**src/adc_pkg.sv**
```systemverilog
package adc_pkg;

	////////////////////////////////////////////////////////////
	// frame geometry
	////////////////////////////////////////////////////////////

	localparam int SAMPLE_W       = 18;                          // bits per conversion result
	localparam int N_CHAN         = 8;                           // channels per frame
	localparam int WORDS_PER_LINE = N_CHAN / 2;                  // line a and line b split them
	localparam int RD_LENGTH      = SAMPLE_W * WORDS_PER_LINE;   // bits per line per frame, 72
	localparam int CNT_W          = 8;                           // state counter width

	////////////////////////////////////////////////////////////
	// types
	////////////////////////////////////////////////////////////

	typedef logic signed [SAMPLE_W-1:0] sample_t;   // one adc word, two's complement
	typedef logic [2:0]                 os_t;       // oversampling code, ratio 2^os
	typedef logic [N_CHAN-1:0]          chan_mask_t; // bit i line a word i, bit i+4 line b
	typedef logic [CNT_W-1:0]           cnt_t;      // cycles spent in a state

	// eight channels need an oversampling ratio of 2 or more
	localparam os_t OS_MIN = 3'd1;

	typedef enum logic [1:0] {
		CONV_IDLE  = 2'd0,   // wait for cstart
		CONV_START = 2'd1,   // convst low for one cycle
		CONV_WAIT  = 2'd2    // min cycle time and busy low
	} conv_state_t;

	typedef enum logic [1:0] {
		READ_IDLE  = 2'd0,   // wait for busy rise
		READ_SHIFT = 2'd1,   // cs low, sclk running
		READ_DRAIN = 2'd2    // wait for busy fall
	} read_state_t;

endpackage

```
**src/adc_controller.sv**
```systemverilog
`timescale 1ns/1ps

module adc_controller #(
	parameter int MIN_T_CYCLE = 85,   // 5 us at a 17 MHz serial clock
	parameter int OS_INIT     = 1     // oversampling code out of reset
) (
	input  logic                clk_in,           // adc serial clock, 17 MHz max
	input  logic                reset_in,
	input  logic                busy_in,          // from adc
	input  logic                data_a_in,        // serial line a
	input  logic                data_b_in,        // serial line b
	input  adc_pkg::os_t        os_in,            // front panel
	input  logic                update_in,        // front panel latch pulse
	input  logic                cstart_in,        // start continuous conversion
	output adc_pkg::os_t        os_out,           // to adc os pins
	output logic                convst_out,
	output logic                adc_reset_out,
	output logic                sclk_out,
	output logic                n_cs_out,
	output adc_pkg::chan_mask_t data_valid_out,   // one-hot pair strobe
	output adc_pkg::sample_t    data_a_out,
	output adc_pkg::sample_t    data_b_out
);

	logic shift_en;   // read fsm to shifter

	assign adc_reset_out = reset_in;   // adc reset follows system reset

	////////////////////////////////////////////////////////////
	// conversion and read run side by side
	////////////////////////////////////////////////////////////

	adc_convert_fsm #(
		.MIN_T_CYCLE(MIN_T_CYCLE),
		.OS_INIT(OS_INIT)
	) u_convert (
		.clk_in(clk_in),
		.reset_in(reset_in),
		.cstart_in(cstart_in),
		.busy_in(busy_in),
		.os_in(os_in),
		.update_in(update_in),
		.convst_out(convst_out),
		.os_out(os_out)
	);

	adc_read_fsm u_read (
		.clk_in(clk_in),
		.reset_in(reset_in),
		.busy_in(busy_in),
		.n_cs_out(n_cs_out),
		.sclk_out(sclk_out),
		.shift_en(shift_en)
	);

	adc_serial_shifter u_shifter (
		.clk_in(clk_in),
		.reset_in(reset_in),
		.shift_en(shift_en),
		.data_a_in(data_a_in),
		.data_b_in(data_b_in),
		.data_a_out(data_a_out),
		.data_b_out(data_b_out),
		.data_valid_out(data_valid_out)
	);

endmodule

```
**src/adc_convert_fsm.sv**
```systemverilog
`timescale 1ns/1ps

module adc_convert_fsm #(
	parameter int MIN_T_CYCLE = 85,   // min conversion cycle in clk_in cycles
	parameter int OS_INIT     = 1     // oversampling code out of reset
) (
	input  logic         clk_in,
	input  logic         reset_in,
	input  logic         cstart_in,    // pulse starts continuous conversion
	input  logic         busy_in,      // adc converting
	input  adc_pkg::os_t os_in,        // front-panel oversampling code
	input  logic         update_in,    // latch os_in
	output logic         convst_out,   // active low convert start
	output adc_pkg::os_t os_out        // oversampling pins to adc
);

	// reset code, clamped like a front-panel update
	localparam adc_pkg::os_t OS_RST =
		(adc_pkg::os_t'(OS_INIT) < adc_pkg::OS_MIN) ? adc_pkg::OS_MIN : adc_pkg::os_t'(OS_INIT);

	adc_pkg::conv_state_t state;
	adc_pkg::conv_state_t next_state;
	logic                 state_change;
	logic                 cycle_done;     // min cycle time elapsed in CONV_WAIT

	////////////////////////////////////////////////////////////
	// state machine
	////////////////////////////////////////////////////////////

	always_ff @(posedge clk_in or posedge reset_in) begin
		if (reset_in) begin
			state <= adc_pkg::CONV_IDLE;
		end else begin
			state <= next_state;
		end
	end

	always_comb begin
		next_state = state;   // stay by default
		case (state)
			adc_pkg::CONV_IDLE: begin
				if (cstart_in) next_state = adc_pkg::CONV_START;
			end
			adc_pkg::CONV_START: begin
				next_state = adc_pkg::CONV_WAIT;   // single cycle pulse
			end
			adc_pkg::CONV_WAIT: begin
				if (cycle_done && !busy_in) next_state = adc_pkg::CONV_START;
			end
			default: next_state = adc_pkg::CONV_IDLE;
		endcase
	end

	assign state_change = (next_state != state);
	assign convst_out   = (state != adc_pkg::CONV_START);   // low only in CONV_START

	adc_state_counter #(
		.LIMIT(MIN_T_CYCLE)
	) u_conv_cnt (
		.clk_in(clk_in),
		.reset_in(reset_in),
		.state_change(state_change),
		.count(),
		.at_limit(cycle_done)
	);

	////////////////////////////////////////////////////////////
	// oversampling register
	////////////////////////////////////////////////////////////

	always_ff @(posedge clk_in or posedge reset_in) begin
		if (reset_in) begin
			os_out <= OS_RST;
		end else if (update_in) begin
			os_out <= (os_in < adc_pkg::OS_MIN) ? adc_pkg::OS_MIN : os_in;   // clamp low codes
		end
	end

	// convst never overlaps a running conversion
	a_convst_not_busy : assert property (@(posedge clk_in) disable iff (reset_in)
		!convst_out |-> !busy_in);

	a_os_min : assert property (@(posedge clk_in) disable iff (reset_in)
		os_out >= adc_pkg::OS_MIN);

endmodule

```
**src/adc_read_fsm.sv**
```systemverilog
`timescale 1ns/1ps

module adc_read_fsm (
	input  logic clk_in,
	input  logic reset_in,
	input  logic busy_in,    // rising edge starts a frame
	output logic n_cs_out,   // active low chip select
	output logic sclk_out,   // gated copy of clk_in, idles high
	output logic shift_en    // shifter samples on the next rise
);

	adc_pkg::read_state_t state;
	adc_pkg::read_state_t next_state;
	logic                 state_change;
	adc_pkg::cnt_t        rd_count;     // bits clocked so far in READ_SHIFT
	logic                 frame_done;   // all RD_LENGTH bits clocked

	////////////////////////////////////////////////////////////
	// state machine
	////////////////////////////////////////////////////////////

	always_ff @(posedge clk_in or posedge reset_in) begin
		if (reset_in) begin
			state <= adc_pkg::READ_IDLE;
		end else begin
			state <= next_state;
		end
	end

	always_comb begin
		next_state = state;
		case (state)
			adc_pkg::READ_IDLE: begin
				if (busy_in) next_state = adc_pkg::READ_SHIFT;   // new conversion running
			end
			adc_pkg::READ_SHIFT: begin
				if (frame_done) next_state = adc_pkg::READ_DRAIN;
			end
			adc_pkg::READ_DRAIN: begin
				if (!busy_in) next_state = adc_pkg::READ_IDLE;    // one cycle if busy already low
			end
			default: next_state = adc_pkg::READ_IDLE;
		endcase
	end

	assign state_change = (next_state != state);

	adc_state_counter #(
		.LIMIT(adc_pkg::RD_LENGTH)
	) u_read_cnt (
		.clk_in(clk_in),
		.reset_in(reset_in),
		.state_change(state_change),
		.count(rd_count),
		.at_limit(frame_done)
	);

	////////////////////////////////////////////////////////////
	// chip select and serial clock
	////////////////////////////////////////////////////////////

	// cs low for counts 0 to RD_LENGTH-1 of READ_SHIFT
	assign n_cs_out = !((state == adc_pkg::READ_SHIFT) &&
		(rd_count < adc_pkg::cnt_t'(adc_pkg::RD_LENGTH)));
	assign shift_en = !n_cs_out;

	// cs moves just after a rise while clk is high, so no runt pulse
	// adc drives bit k on sclk fall k, taken on the following clk rise
	assign sclk_out = n_cs_out ? 1'b1 : clk_in;

	// cs low only in READ_SHIFT, and only entered from READ_IDLE
	a_cs_in_shift : assert property (@(posedge clk_in) disable iff (reset_in)
		!n_cs_out |-> (state == adc_pkg::READ_SHIFT) &&
		(($past(state) == adc_pkg::READ_IDLE) || !$past(n_cs_out)));

endmodule

```
**src/adc_serial_shifter.sv**
```systemverilog
`timescale 1ns/1ps

module adc_serial_shifter (
	input  logic                clk_in,
	input  logic                reset_in,
	input  logic                shift_en,         // cs low, take a bit on each rise
	input  logic                data_a_in,        // serial line a
	input  logic                data_b_in,        // serial line b
	output adc_pkg::sample_t    data_a_out,       // last complete line a word
	output adc_pkg::sample_t    data_b_out,       // last complete line b word
	output adc_pkg::chan_mask_t data_valid_out    // one cycle strobe per word pair
);

	localparam int BIT_W  = $clog2(adc_pkg::SAMPLE_W);
	localparam int WORD_W = $clog2(adc_pkg::WORDS_PER_LINE);

	adc_pkg::sample_t    shift_a;       // line a shift register
	adc_pkg::sample_t    shift_b;       // line b shift register
	logic [BIT_W-1:0]    bit_cnt;       // bit within word
	logic [WORD_W-1:0]   word_cnt;      // word within frame
	logic                word_done;     // 18th bit on the lines now
	adc_pkg::chan_mask_t word_mask;     // valid bits for word_cnt

	assign word_done = shift_en && (bit_cnt == BIT_W'(adc_pkg::SAMPLE_W - 1));

	always_comb begin
		word_mask = '0;
		word_mask[word_cnt] = 1'b1;                              // line a
		word_mask[word_cnt + adc_pkg::WORDS_PER_LINE] = 1'b1;    // line b
	end

	////////////////////////////////////////////////////////////
	// shift path, msb first
	////////////////////////////////////////////////////////////

	always_ff @(posedge clk_in) begin
		if (shift_en) begin
			shift_a <= {shift_a[adc_pkg::SAMPLE_W-2:0], data_a_in};
			shift_b <= {shift_b[adc_pkg::SAMPLE_W-2:0], data_b_in};
		end
	end

	always_ff @(posedge clk_in or posedge reset_in) begin
		if (reset_in) begin
			bit_cnt  <= '0;
			word_cnt <= '0;
		end else if (!shift_en) begin
			bit_cnt  <= '0;    // realign for next frame
			word_cnt <= '0;
		end else if (word_done) begin
			bit_cnt  <= '0;
			word_cnt <= word_cnt + 1'b1;
		end else begin
			bit_cnt  <= bit_cnt + 1'b1;
		end
	end

	////////////////////////////////////////////////////////////
	// word outputs
	////////////////////////////////////////////////////////////

	// last bit goes straight in, so the word shows the cycle after it is taken
	always_ff @(posedge clk_in or posedge reset_in) begin
		if (reset_in) begin
			data_a_out     <= '0;
			data_b_out     <= '0;
			data_valid_out <= '0;
		end else begin
			data_valid_out <= word_done ? word_mask : '0;
			if (word_done) begin
				data_a_out <= {shift_a[adc_pkg::SAMPLE_W-2:0], data_a_in};
				data_b_out <= {shift_b[adc_pkg::SAMPLE_W-2:0], data_b_in};
			end
		end
	end

	a_valid_pair : assert property (@(posedge clk_in) disable iff (reset_in)
		(data_valid_out == '0) || ($countones(data_valid_out) == 2));

endmodule

```
**src/adc_state_counter.sv**
```systemverilog
`timescale 1ns/1ps

module adc_state_counter #(
	parameter int LIMIT = 1   // count value that raises at_limit
) (
	input  logic          clk_in,
	input  logic          reset_in,
	input  logic          state_change,   // high in the cycle before a new state
	output adc_pkg::cnt_t count,          // cycles in current state
	output logic          at_limit        // count has reached LIMIT
);

	localparam adc_pkg::cnt_t CNT_MAX = '1;   // saturation point

	////////////////////////////////////////////////////////////
	// cycle counter
	////////////////////////////////////////////////////////////

	always_ff @(posedge clk_in or posedge reset_in) begin
		if (reset_in) begin
			count <= '0;
		end else if (state_change) begin
			count <= '0;                   // new state starts at zero
		end else if (count != CNT_MAX) begin
			count <= count + 1'b1;         // hold at top, no wrap
		end
	end

	assign at_limit = (count >= adc_pkg::cnt_t'(LIMIT));

	// a limit past the counter top would never be reached
	a_limit_fits : assert property (@(posedge clk_in) disable iff (reset_in)
		(LIMIT >= 0) && (LIMIT <= int'(CNT_MAX)));

endmodule

```
**config.mk**
```make
export PLATFORM = sky130hd
export DESIGN_NAME = adc_controller
export DESIGN_NICKNAME = d
export VERILOG_FILES = /design/src/adc_pkg.sv /design/src/adc_controller.sv /design/src/adc_convert_fsm.sv /design/src/adc_read_fsm.sv /design/src/adc_serial_shifter.sv /design/src/adc_state_counter.sv
export SDC_FILE = /design/constraint.sdc
export NUM_CORES = 1
export LEC_CHECK = 0
export ABC_AREA = 1
export BUFFER_PORTS_ARGS = -buffer_cell sky130_fd_sc_hd__buf_4
export CAP_MARGIN = 10
export CORE_MARGIN = 1.5
export CORE_UTILIZATION = 50
export DETAILED_ROUTE_END_ITERATION = 12
export MAX_ROUTING_LAYER = met4
export PLACE_DENSITY = 0.71
export SETUP_SLACK_MARGIN = 0.15
export SYNTH_ARGS = -nofsm -noshare
export SYNTH_HDL_FRONTEND = slang
export SYNTH_SLANG_ARGS = --single-unit
```
**constraint.sdc**
```tcl
create_clock -name clk_in -period 2.6 [get_ports clk_in]
set_clock_uncertainty 0.15 [all_clocks]
set_input_delay 0.39 -clock clk_in [delete_from_list [all_inputs] [get_ports clk_in]]
set_output_delay 0.39 -clock clk_in [all_outputs]
set_load 0.005 [all_outputs]
```
==> results by stage <==
Timing:
- Setup violations remaining at the end of the flow were counted as 0.
- The total count of max-transition violations in the final report is 0.
- The actual slew at the worst max-slew pin is 0.5124 ns.
- Once routing completed, OpenROAD measured the worst setup slack at roughly 0.18 ns.
- The worst hold slack across all endpoints is between 0.015 and 0.02 ns.
- The number of hold-slack violations in the final timing report is 0.
- Setup repair after global routing left no endpoint under its margin.
- For the final routed database, the setup TNS stands at 0 ns.
- The tightest slew margin relative to the limit is approximately two thirds.

Finish:
- At the end of the flow the core is filled with cells to a little over 60%.
- The combined flip-flop and latch cell area is approximately 2800 µm².
- The layout filler cell count is between 600 and 700.
- Once layout is done, the placed cells without fillers occupy between 5000 and 6000 µm².
- Relative to the synthesized area, the layout overhead comes to 19.07%.
- The area of the multi-input gates is roughly 1200 µm².
- Cells with a size suffix above 1 make up approximately a fifth of the layout.
- The number of antenna diodes in the final layout is 0.
- The post-layout instance count excluding filler cells is 582.
- The number of nets in the final layout is 493.

Placement:
- The count of buffers added on input and output ports is 60.
- Detailed placement finished with a half-perimeter wire length of approximately 5 mm.
- The setup slack after placement is approximately 0.36 ns.
- Routability-driven placement finished with a final weighted congestion of between 0.7 and 0.8.
- The number of placed instances with taps included is 558.
- In this run the cell area measured after placement is 4765 µm².

Flow run:
- The number of max-capacitance violations reported is 0.

Floorplan:
- The die area is 9027 µm².
- The I/O pin count is between 60 and 70.
- The initial utilization of the core area, before any placement, comes to just over 50%.
- The die outline height is 95.01 µm.
- The area of the core region is slightly above 8000 µm².
- The cell row count is 33.
- The die span in x is between 90 and 100 µm.

Detailed routing:
- The DRC violations left is 0.
- The number of detailed-routing iterations run before antenna repair is 4.
- The number of nets with antenna violations after detailed routing is 0.
- The number of DRC markers in iteration 0 is roughly 160.
- In the routed layout, each cell is associated on average with a via count of approximately 5.
- Wires add up to about 7.6 mm.
- The routed via count is approximately 2900.
- The average detailed-routed wire length per instance is about 13 µm.

Worst hold path:
- The worst hold path was traced through 3 stages.
- The path category of the worst min-delay check is in2reg.

Clocking:
- The latest clock arrival within the worst-skew pair is 0.46 ns.
- The TritonCTS clock tree is done.
- The number of setup buffers added after CTS is 0.
- Clock-pin slew was measured on the worst setup and hold paths at around 0.10 ns.

Setup path:
- The worst-case reg-to-reg path depth is 7.
- The critical path buffer and inverter count is 3.
- The critical path launch point type is a clock port.
- The critical path goes through clkbuf_8 > clkbuf_8 > or2_4 > buf_6.
- The maximum fanout along the worst path is 2.
- The worst setup path is captured at an output port.
- The critical path in this run is classified as clk2out.
- The slowest library cell on the worst path is or2_4.
- The delay of the slowest cell on the worst path is 0.24 ns.
- The number of gates on the worst path with buffers counted is 4.
- The kind of cell with the highest combined delay along the critical path is buffers and inverters.
- The required time at the endpoint of the critical path is between 2 and 2.5 ns.
- The arrival time at the worst endpoint is 1.88 ns.
- The cell repeated most along the worst path is clkbuf_8.

Yosys:
- The post-synthesis net count is 426.
- In this run the cell area of the synthesized design comes to roughly 4200 µm².
- By area the synthesized netlist is led by dfrtp_1 (41%), edfxtp_1 (24%), nand2_1 (10%).
- The commonest cells after synthesis are nand2_1 (117), dfrtp_1 (69), nand3_1 (50), edfxtp_1 (34), inv_1 (32).
- The synthesized design contains 34 enable-type register cells.
- For this run, the register share of the synthesized area comes to 65.53%.
- In this run, synthesis produced a sequential element count of 104.
- By instance count, the leading cell after synthesis is nand2_1.
- The post-synthesis cell type count is 28.
- The leading register cell type out of synthesis is dfrtp_1.
- The synthesis warning total is 0.
- The share of synthesized area in the top cell type comes to 40.79%.
- In the synthesized netlist the async set-or-reset flop fraction comes to approximately two thirds.
- A synthesized cell averages ~10 µm².
- The synthesized netlist cell count is about 410.
- The cell type with the largest total area after synthesis is dfrtp_1.

Pwr:
- Summed over all cells, the static leakage comes to about 2.5 nW.
- Total power for the finished layout comes to about 4.8 mW.
- The worst ir drop on vdd is just under 0.0006 V.
- In this run the power density over the cells is around 960 nW/µm².

Global routing:
- The pin count of the biggest net entering global routing is 48.
- The total global routing track utilization is about a fifth.
- The via count of the first global-routing pass came to approximately 2700.
- The initial antenna violation count is 0.
- The first global-routing pass estimated between 10 and 15 mm of wire.
- The overall overflow remaining after global route is 0.

Status:
- The run finished with clean final reports.
==> worst register-to-register path: stages (launching register included) <==
cell	delay, ns
dfrtp_1	0.41
inv_1	0.06
ha_1	0.13
nand2_1	0.08
nor3_4	0.13
buf_4	0.38
or2_0	0.42
nor2_1	0.09
==> metal layers <==
metal	vias to the layer above	wire, µm	global-route usage [%]	share of wire (%)
li1	1428	-	-	-
met1	1374	3550	24.12	47
met2	59	3578	27.62	47
met3	11	319	4.625	4.2
met4	0	116	9.577	1.5
met5	-	0	-	0
==> flip-flops by register name, summed over array words and instances (netlist names) <==
register,flops
u_convert.os_out,3
u_convert.state,2
u_convert.u_conv_cnt.count,8
u_read.state,2
u_read.u_read_cnt.count,8
u_shifter.bit_cnt,5
u_shifter.data_a_out,18
u_shifter.data_b_out,18
u_shifter.data_valid_out,4
u_shifter.shift_a,17
u_shifter.shift_b,17
u_shifter.word_cnt,2
==> timing repair <==
item	CTS	global route
hold buffers	5	0
endpoints found under the hold margin	74	0
setup endpoints to repair	1	0
resized for setup	2	0
==> cell usage in the layout, fill, tap and decap left out, types with 2 or more instances in the layout <==
cell type      netlist  layout
nand2_1            117     117
dfrtp_1             69      69
buf_4                5      64
nand3_1             50      50
edfxtp_1            34      34
inv_1               32      31
nor2_1              30      30
o21ai_0             13      13
clkbuf_8             0      12
ha_1                11      11
xor2_1               7       7
dlygate4sd3_1        0       5
a21oi_1              4       4
inv_2                2       3
nand4_1              3       3
inv_6                0       3
or2_2                3       2
o21ai_2              2       2
clkinvlp_4           0       2
==> kinds of logic (layout without fill, tap and decap cells) <==
family / Yosys count / after routing / synth area share, %
DFF: 104 / 104 / 65.53
buffers and inverters: 52 / 124 / 5.705
and+or+nand+nor: 209 / 209 / 20.87
adders and majority gates: 11 / 11 / 3.252
AOI/OAI and AO/OA: 21 / 21 / 2.986
xor gates and xnor gates: 8 / 8 / 1.655
==> power breakdown <==
part | leakage, nW | switching [mW] | internal, mW
registers | 1.27 | 0.328 | 2.24
logic | 1.13 | 0.560 | 0.602
clock network | 0.115 | 0.597 | 0.503
==> path summary, 6_finish.rpt <==
| kind | start | to | slack, ns |
|---|---|---|---|
| worst max-delay path | clk_in | sclk_out | 0.18 |
| worst min-delay path | update_in | u_convert.os_out[0]$_DFFE_PP1P_ | 0.02 |
| worst max register to register | u_shifter.bit_cnt[1]$_DFF_PP0_ | u_shifter.bit_cnt[0]$_DFF_PP0_ | 0.63 |
| worst min register to register | u_shifter.shift_b[4]$_DFFE_PP_ | u_shifter.shift_b[5]$_DFFE_PP_ | 0.31 |
| max in group asynchronous | reset_in | u_convert.os_out[0]$_DFFE_PP1P_ | 1.45 |
| min in group asynchronous | reset_in | u_shifter.data_valid_out[5]$_DFF_PP0_ | 0.43 |
==> final cells by class <==
cell class / instances / area share (%)
Sequential cell: 104 / 55.04
Multi-Input combinational cell: 249 / 24.33
Inverter: 34 / 2.532
Clock buffer: 14 / 3.575
Timing Repair Buffer: 70 / 10.92
Tap cell: 105 / 2.607
Clock inverter: 6 / 0.9930
No activity file was read; power rests on OpenSTA's default activity.
